<file path="config.mk">
export PLATFORM = sky130hd
export DESIGN_NAME = rename_unit
export DESIGN_NICKNAME = d
export VERILOG_FILES = /design/src/verilog/rename_pkg.sv /design/src/verilog/phys_freelist.sv /design/src/verilog/rename_map.sv /design/src/verilog/retire_queue.sv /design/src/verilog/rename_unit.sv
export VERILOG_INCLUDE_DIRS = /design/src /design/src/verilog
export SDC_FILE = /design/constraint.sdc
export NUM_CORES = 1
export LEC_CHECK = 0
export BUFFER_PORTS_ARGS = -buffer_cell sky130_fd_sc_hd__buf_2
export CAP_MARGIN = 10
export CORE_ASPECT_RATIO = 1.25
export CORE_MARGIN = 2
export CORE_UTILIZATION = 70
export CTS_BUF_LIST = sky130_fd_sc_hd__clkbuf_2 sky130_fd_sc_hd__clkbuf_4 sky130_fd_sc_hd__clkbuf_8
export CTS_CLUSTER_SIZE = 20
export DETAILED_ROUTE_END_ITERATION = 12
export GPL_TIMING_DRIVEN = 0
export PLACE_DENSITY = 0.86
export SETUP_SLACK_MARGIN = 0.1
export SKIP_LAST_GASP = 1
export SLEW_MARGIN = 20
export SYNTH_ARGS = -nofsm -noshare
export SYNTH_HDL_FRONTEND = slang
export SYNTH_SLANG_ARGS = --single-unit
</file>
<file path="constraint.sdc">
create_clock -name i_clk -period 6.6 [get_ports i_clk]
set_clock_uncertainty 0.2 [all_clocks]
set_input_delay 0.66 -clock i_clk [delete_from_list [all_inputs] [get_ports i_clk]]
set_output_delay 0.66 -clock i_clk [all_outputs]
set_load 0.03 [all_outputs]
</file>
<file path="src/verilog/rename_config.svh">
// Rename stage sizes
`ifndef RENAME_CONFIG_SVH
`define RENAME_CONFIG_SVH

// architectural and physical register file sizes
`define ARCH_REGS 16
`define PHYS_REGS 32

// id widths derived from the register counts above
`define AREG_W 4
`define PREG_W 5

// in-flight instructions held by the retire queue
`define ROB_DEPTH 16

`endif

</file>
<file path="src/verilog/rename_pkg.sv">
// Rename stage types
`include "rename_config.svh"

package rename_pkg;

  // register ids
  typedef logic [`AREG_W-1:0] areg_t;
  typedef logic [`PREG_W-1:0] preg_t;

  // one instruction presented for renaming
  typedef struct packed {
    logic  has_dest;
    areg_t dest;
    areg_t src1;
    areg_t src2;
  } rename_req_t;

  // renamed operands returned one cycle after acceptance
  // pdest and pold read as zero when the instruction writes no register
  typedef struct packed {
    logic  has_dest;
    preg_t psrc1;
    preg_t psrc2;
    preg_t pdest;
    preg_t pold;
  } rename_rsp_t;

  // what the retire queue needs to free a register at commit
  typedef struct packed {
    logic  has_dest;
    preg_t pold;
  } retire_entry_t;

endpackage

</file>
<file path="src/verilog/phys_freelist.sv">
// Physical register freelist
`timescale 1ns/1ps
`include "rename_config.svh"

module phys_freelist
  import rename_pkg::*;
(
  input  logic  i_clk,
  input  logic  i_reset_n,

  input  logic  i_push,
  input  preg_t i_push_id,

  input  logic  i_pop,
  output preg_t o_pop_id,

  output logic  o_is_empty
);

  // every non-architectural id can be free at once
  localparam int DEPTH = `PHYS_REGS - `ARCH_REGS;
  localparam int PTR_W = $clog2(DEPTH);
  localparam int CNT_W = $clog2(DEPTH + 1);

  preg_t              r_ids [DEPTH];
  logic [PTR_W-1:0]   r_head_ptr;
  logic [PTR_W-1:0]   r_tail_ptr;
  logic [CNT_W-1:0]   r_count;

  always_ff @(posedge i_clk or negedge i_reset_n) begin
    if (!i_reset_n) begin
      r_head_ptr <= '0;
      r_tail_ptr <= '0;
      r_count    <= CNT_W'(DEPTH);
      // the ids above the architectural range start out free, lowest first
      for (int i = 0; i < DEPTH; i++) begin
        r_ids[i] <= preg_t'(`ARCH_REGS + i);
      end
    end else begin
      if (i_push) begin
        r_ids[r_tail_ptr] <= i_push_id;
        r_tail_ptr <= (r_tail_ptr == PTR_W'(DEPTH - 1)) ? '0 : r_tail_ptr + 1'b1;
      end
      if (i_pop) begin
        r_head_ptr <= (r_head_ptr == PTR_W'(DEPTH - 1)) ? '0 : r_head_ptr + 1'b1;
      end
      // a push and a pop together leave the occupancy unchanged
      case ({i_push, i_pop})
        2'b10:   r_count <= r_count + 1'b1;
        2'b01:   r_count <= r_count - 1'b1;
        default: r_count <= r_count;
      endcase
    end
  end

  assign o_pop_id   = r_ids[r_head_ptr];
  assign o_is_empty = (r_count == '0);

endmodule

</file>
<file path="src/verilog/rename_map.sv">
// Speculative register map table
`timescale 1ns/1ps
`include "rename_config.svh"

module rename_map
  import rename_pkg::*;
(
  input  logic  i_clk,
  input  logic  i_reset_n,

  // destination update from an accepted rename
  input  logic  i_wr_en,
  input  areg_t i_wr_areg,
  input  preg_t i_wr_preg,

  // lookups for the instruction being renamed
  input  areg_t i_src1,
  input  areg_t i_src2,
  input  areg_t i_dest,
  output preg_t o_psrc1,
  output preg_t o_psrc2,
  output preg_t o_pold
);

  // one physical id per architectural register
  preg_t r_map [`ARCH_REGS];

  always_ff @(posedge i_clk or negedge i_reset_n) begin
    if (!i_reset_n) begin
      // identity mapping, so register r starts in physical id r
      for (int i = 0; i < `ARCH_REGS; i++) begin
        r_map[i] <= preg_t'(i);
      end
    end else if (i_wr_en) begin
      r_map[i_wr_areg] <= i_wr_preg;
    end
  end

  // reads come straight from the table and so see the contents before
  // this cycle's write, which is what a source equal to its own dest needs
  assign o_psrc1 = r_map[i_src1];
  assign o_psrc2 = r_map[i_src2];

  // previous mapping of the destination, freed when this instruction retires
  assign o_pold = r_map[i_dest];

endmodule

</file>
<file path="src/verilog/retire_queue.sv">
// In-order retire queue
`timescale 1ns/1ps
`include "rename_config.svh"

module retire_queue
  import rename_pkg::*;
(
  input  logic          i_clk,
  input  logic          i_reset_n,

  // one entry per accepted rename
  input  logic          i_push,
  input  retire_entry_t i_entry,

  // commit of the oldest instruction
  input  logic          i_commit,
  output logic          o_free_valid,
  output preg_t         o_free_id,

  output logic          o_full,
  output logic          o_empty
);

  localparam int DEPTH = `ROB_DEPTH;
  localparam int PTR_W = $clog2(DEPTH);
  localparam int CNT_W = $clog2(DEPTH + 1);

  retire_entry_t      r_entries [DEPTH];
  logic [PTR_W-1:0]   r_head_ptr;
  logic [PTR_W-1:0]   r_tail_ptr;
  logic [CNT_W-1:0]   r_count;

  retire_entry_t      head;
  logic               pop;

  assign head = r_entries[r_head_ptr];

  // a commit against an empty queue has nothing to retire
  assign pop = i_commit & ~o_empty;

  // entry storage is written only at the tail
  always_ff @(posedge i_clk) begin
    if (i_push) begin
      r_entries[r_tail_ptr] <= i_entry;
    end
  end

  always_ff @(posedge i_clk or negedge i_reset_n) begin
    if (!i_reset_n) begin
      r_head_ptr <= '0;
      r_tail_ptr <= '0;
      r_count    <= '0;
    end else begin
      if (i_push) begin
        r_tail_ptr <= (r_tail_ptr == PTR_W'(DEPTH - 1)) ? '0 : r_tail_ptr + 1'b1;
      end
      if (pop) begin
        r_head_ptr <= (r_head_ptr == PTR_W'(DEPTH - 1)) ? '0 : r_head_ptr + 1'b1;
      end
      case ({i_push, pop})
        2'b10:   r_count <= r_count + 1'b1;
        2'b01:   r_count <= r_count - 1'b1;
        default: r_count <= r_count;
      endcase
    end
  end

  // the superseded id goes back only if the retiring instruction wrote one
  assign o_free_valid = pop & head.has_dest;
  assign o_free_id    = head.pold;

  assign o_full  = (r_count == CNT_W'(DEPTH));
  assign o_empty = (r_count == '0);

endmodule

</file>
<file path="src/verilog/rename_unit.sv">
// Register rename stage
`timescale 1ns/1ps

module rename_unit
  import rename_pkg::*;
(
  input  logic        i_clk,
  input  logic        i_reset_n,

  input  logic        i_rename,
  input  rename_req_t i_req,
  input  logic        i_commit,

  output logic        o_stall,
  output logic        o_rsp_valid,
  output rename_rsp_t o_rsp
);

  logic          fl_pop;
  preg_t         fl_pop_id;
  logic          fl_empty;
  logic          free_valid;
  preg_t         free_id;
  logic          rq_full;
  logic          rq_empty;
  logic          accept;
  preg_t         psrc1;
  preg_t         psrc2;
  preg_t         pold;
  retire_entry_t rq_entry;
  rename_rsp_t   rsp_next;

  // stall looks only at state, so a same-cycle commit cannot relieve it
  assign o_stall = rq_full | (i_req.has_dest & fl_empty);
  assign accept  = i_rename & ~o_stall;
  assign fl_pop  = accept & i_req.has_dest;

  phys_freelist u_freelist (
    .i_clk      (i_clk),
    .i_reset_n  (i_reset_n),
    .i_push     (free_valid),
    .i_push_id  (free_id),
    .i_pop      (fl_pop),
    .o_pop_id   (fl_pop_id),
    .o_is_empty (fl_empty)
  );

  rename_map u_map (
    .i_clk     (i_clk),
    .i_reset_n (i_reset_n),
    .i_wr_en   (fl_pop),
    .i_wr_areg (i_req.dest),
    .i_wr_preg (fl_pop_id),
    .i_src1    (i_req.src1),
    .i_src2    (i_req.src2),
    .i_dest    (i_req.dest),
    .o_psrc1   (psrc1),
    .o_psrc2   (psrc2),
    .o_pold    (pold)
  );

  assign rq_entry.has_dest = i_req.has_dest;
  assign rq_entry.pold     = pold;

  retire_queue u_retire (
    .i_clk        (i_clk),
    .i_reset_n    (i_reset_n),
    .i_push       (accept),
    .i_entry      (rq_entry),
    .i_commit     (i_commit),
    .o_free_valid (free_valid),
    .o_free_id    (free_id),
    .o_full       (rq_full),
    .o_empty      (rq_empty)
  );

  // without a destination the dest fields carry zero rather than stale ids
  assign rsp_next.has_dest = i_req.has_dest;
  assign rsp_next.psrc1    = psrc1;
  assign rsp_next.psrc2    = psrc2;
  assign rsp_next.pdest    = i_req.has_dest ? fl_pop_id : '0;
  assign rsp_next.pold     = i_req.has_dest ? pold : '0;

  always_ff @(posedge i_clk or negedge i_reset_n) begin
    if (!i_reset_n) begin
      o_rsp_valid <= 1'b0;
    end else begin
      o_rsp_valid <= accept;
    end
  end

  // payload holds its last value between accepted renames
  always_ff @(posedge i_clk) begin
    if (accept) begin
      o_rsp <= rsp_next;
    end
  end

endmodule

</file>
==> impl_results.md <==
* Hold Path Depth at 1
* WP data required at 6890 ps
* CP cell instances: buf_4 > mux2i_1 > nor2_1 > o311ai_4 > nand2_1 > inv_1 > ha_1 > clkbuf_1 > xor2_1 > ha_1 > o21a_1 > o21ai_0 > nand3b_1 > a21oi_1 > xor2_1
* Post-synthesis cell count at 894
* Prevailing post-synth register cell: edfxtp_1
* Tmin final at 4171 ps
* P per Cell Area at 437.2 nW/um^2
* Register area share after synthesis at 55.95%
* Synth-to-layout area growth at 10.46%
* Final antenna-violating net count at 0
* Worst Reg2Reg Path Length in Cells at 15
* Avg WL per Cell at 24.74 um
* Non-Filler Instances at 1285
* DRT Pass-1 Iters at 5
* Ant. Diodes at 0
* Num CTS Buffers at 46
* Commonest cells post-synth: mux2_2, edfxtp_1, mux4_2
* Max VDD drop at 0.3173 mV
* Initial Utilization at 71.22%
* Syn_nets at 930
* Sum Neg Setup Slack at 0 ps
* Die area at 22370 sq um
* CTS H-Tree Depth at 2
* Max_cap viols at 0
* Max clock buf depth at 3
* Post-layout nets at 1009
* Core Area at 20820 sq um
* Pin count of the biggest net entering global routing at 104
* Static Leakage at 6.472 nW
* Yosys cell types at 53
* Total Routing Usage GR at 29.87%
* Fmax at 0.2397 GHz
* Most frequent cell after synthesis: mux2_2
* Register Area at 8294 sq um
* Clock latency on the worst-skew pair at 560 ps
* Total gr overflow at 0
* Initial antenna violation count at 0
* Die Width at 134.2 um
* TritonCTS clock tree: built
* Synth area leaders: edfxtp_1, dfrtp_1, mux4_2, dfstp_2, mux2_2
* Row cnt at 59
* Register bit total from synthesis at 304
* Core Util, Final at 78.66%
* Final WL at 31790 um
* Dpl cells at 1198
* Worst EP arrival at 4460 ps
* Critical Path Fanout Max at 10
* Fill count at 1136
* Startpoint types: flip-flop
* Root Driver: clkbuf_8
* First-pass GRT wire length at 50480 um
* DR DRC count at 0
* DIE HEIGHT at 166.7 um
* Worst path max stage delay at 610 ps
* Average cell area after synthesis at 16.58 sq um
* Status: finished clean
* Final period utilization at 63.20%
* Post-synth EDFFs at 117
* Worst slew margin at 32.65%
* Via density at 6.611
* DR iter-0 viols at 683
* Max-slew violations at 0
* Cell Area, Synth at 14830 sq um
* Kind of critical path: reg -> reg
* Routed vias at 8495
* Fraction of layout cells with a size suffix above 1 at 51.34%
* RSZ-0062 raised after global routing: false
* Post-synth top area cell: edfxtp_1
* CP max-delay cell: o311ai_4
* Port Buffer Count at 29
* Worst slew pin tran at 1002 ps
* Multi-input gate area at 6220 sq um
* Ys async rst share at 61.51%
* Clock transition at path regs at 60 ps
* I/O pins at 40
* Critical path endpoint category: flip-flop
* Finish-stage setup viols at 0
* Post-CTS Hold Buffers at 1
* Setup Fix Bufs, Post-CTS at 0
* Sink Count at 304
* Hold Path Class: reg -> reg
* Synth warn at 0
* Post-CTS sizing at 0
* Placer congestion estimate at 0.9039
* DP HPWL at 22270 um
* Final Hold Fails at 0
* Share of the synthesized area in the top cell type at 23.70%
* Vias in the first global route at 9005
per-stage QoR:
step	worst slack, ps	hold WS, ps	power, mW	cell area [sq um]
after CTS	2439	292.4	7.178	16370
after global placement	1655	269.6	5.402	15310
after global routing	2106	309.1	7.520	16380
after detailed placement	2281	279.1	5.512	15350
after floorplan	3231	164.4	4.756	14830
final	2429	291.3	7.160	16380
report_power, final:
group	internal, mW	switching (mW)
registers	2.60	0.295
logic	1.13	1.48
clock network	0.962	0.701
total	4.69	2.47
registers in the layout (all words and copies together), names as in the netlist:
name                   count
o_rsp                     21
o_rsp_valid                1
u_freelist.r_count         5
u_freelist.r_head_ptr      4
u_freelist.r_ids          80
u_freelist.r_tail_ptr      4
u_map.r_map               80
u_retire.r_count           5
u_retire.r_entries        96
u_retire.r_head_ptr        4
u_retire.r_tail_ptr        4
per-layer routing:
layer  part of all wire, %  global-route usage, %
met1                    38                  39.50
met2                    53                  50.07
met3                   6.0                  4.475
met4                   3.8                  12.86
met5                     0                      0
critical path: cells and delay by family (launching register included):
family / cells / cell delay, ps
multiplexers: 1 / 260
AND/OR/NAND/NOR: 3 / 520
flip-flops: 1 / 450
XOR/XNOR: 2 / 270
AO/OA/AOI/OAI: 4 / 1160
adder cells (fa/ha/maj): 2 / 450
buffers and inverters: 3 / 790
layout by cell type, fill, tap and decap left out, types with 5 or more instances in the layout:
cell type    n
a21o_1       5
a21oi_1      7
a21oi_2      9
a22oi_1     12
and2_1      13
buf_1        5
buf_2       50
buf_6        5
clkbuf_1    16
clkbuf_4    22
clkbuf_8    52
clkinv_1     6
dfrtp_1    106
dfstp_2     81
edfxtp_1   117
ha_1        18
inv_1        9
mux2_1      12
mux2_2     154
mux2i_1      8
mux4_2     115
nand2_1     51
nand2b_1     6
nand3_1      5
nor2_1      26
nor2b_1      5
nor3_1       6
o211ai_4     6
o21ai_0     13
o22ai_1     11
xnor2_1      8
xor2_1       8
worst paths after layout:
kind | start | endpoint | slack [ps]
max | u_retire.r_head_ptr[1] | u_freelist.r_count[4] | 2430
min | u_freelist.r_ids[67] | u_freelist.r_ids[67] | 290
max reg2reg | u_retire.r_head_ptr[1] | u_freelist.r_count[4] | 2430
min reg2reg | u_freelist.r_ids[67] | u_freelist.r_ids[67] | 290
max in group asynchronous | i_reset_n | u_freelist.r_ids[60] | 4740
min in group asynchronous | i_reset_n | u_retire.r_head_ptr[1] | 500
area by class of cell:
type / instances / share of cell area (%)
flip-flops and latches: 304 / 50.65
multi-input cells: 527 / 37.98
clock buffers: 74 / 5.379
well taps: 274 / 2.094
plain buffers: 53 / 1.711
repair buffers: 31 / 1.177
clock inverters: 12 / 0.7793
inverters: 10 / 0.2292
kinds of logic after synthesis:
kind of cell / Yosys count / synth area share (%)
flip-flops: 304 / 55.95
adder cells (fa/ha/maj): 19 / 1.654
AND/OR/NAND/NOR: 125 / 4.068
multiplexers: 289 / 30.62
XOR/XNOR: 16 / 0.9453
buffers and inverters: 63 / 2.135
AO/OA/AOI/OAI: 78 / 4.633
Note: power is estimated with default switching activity, not from simulation.
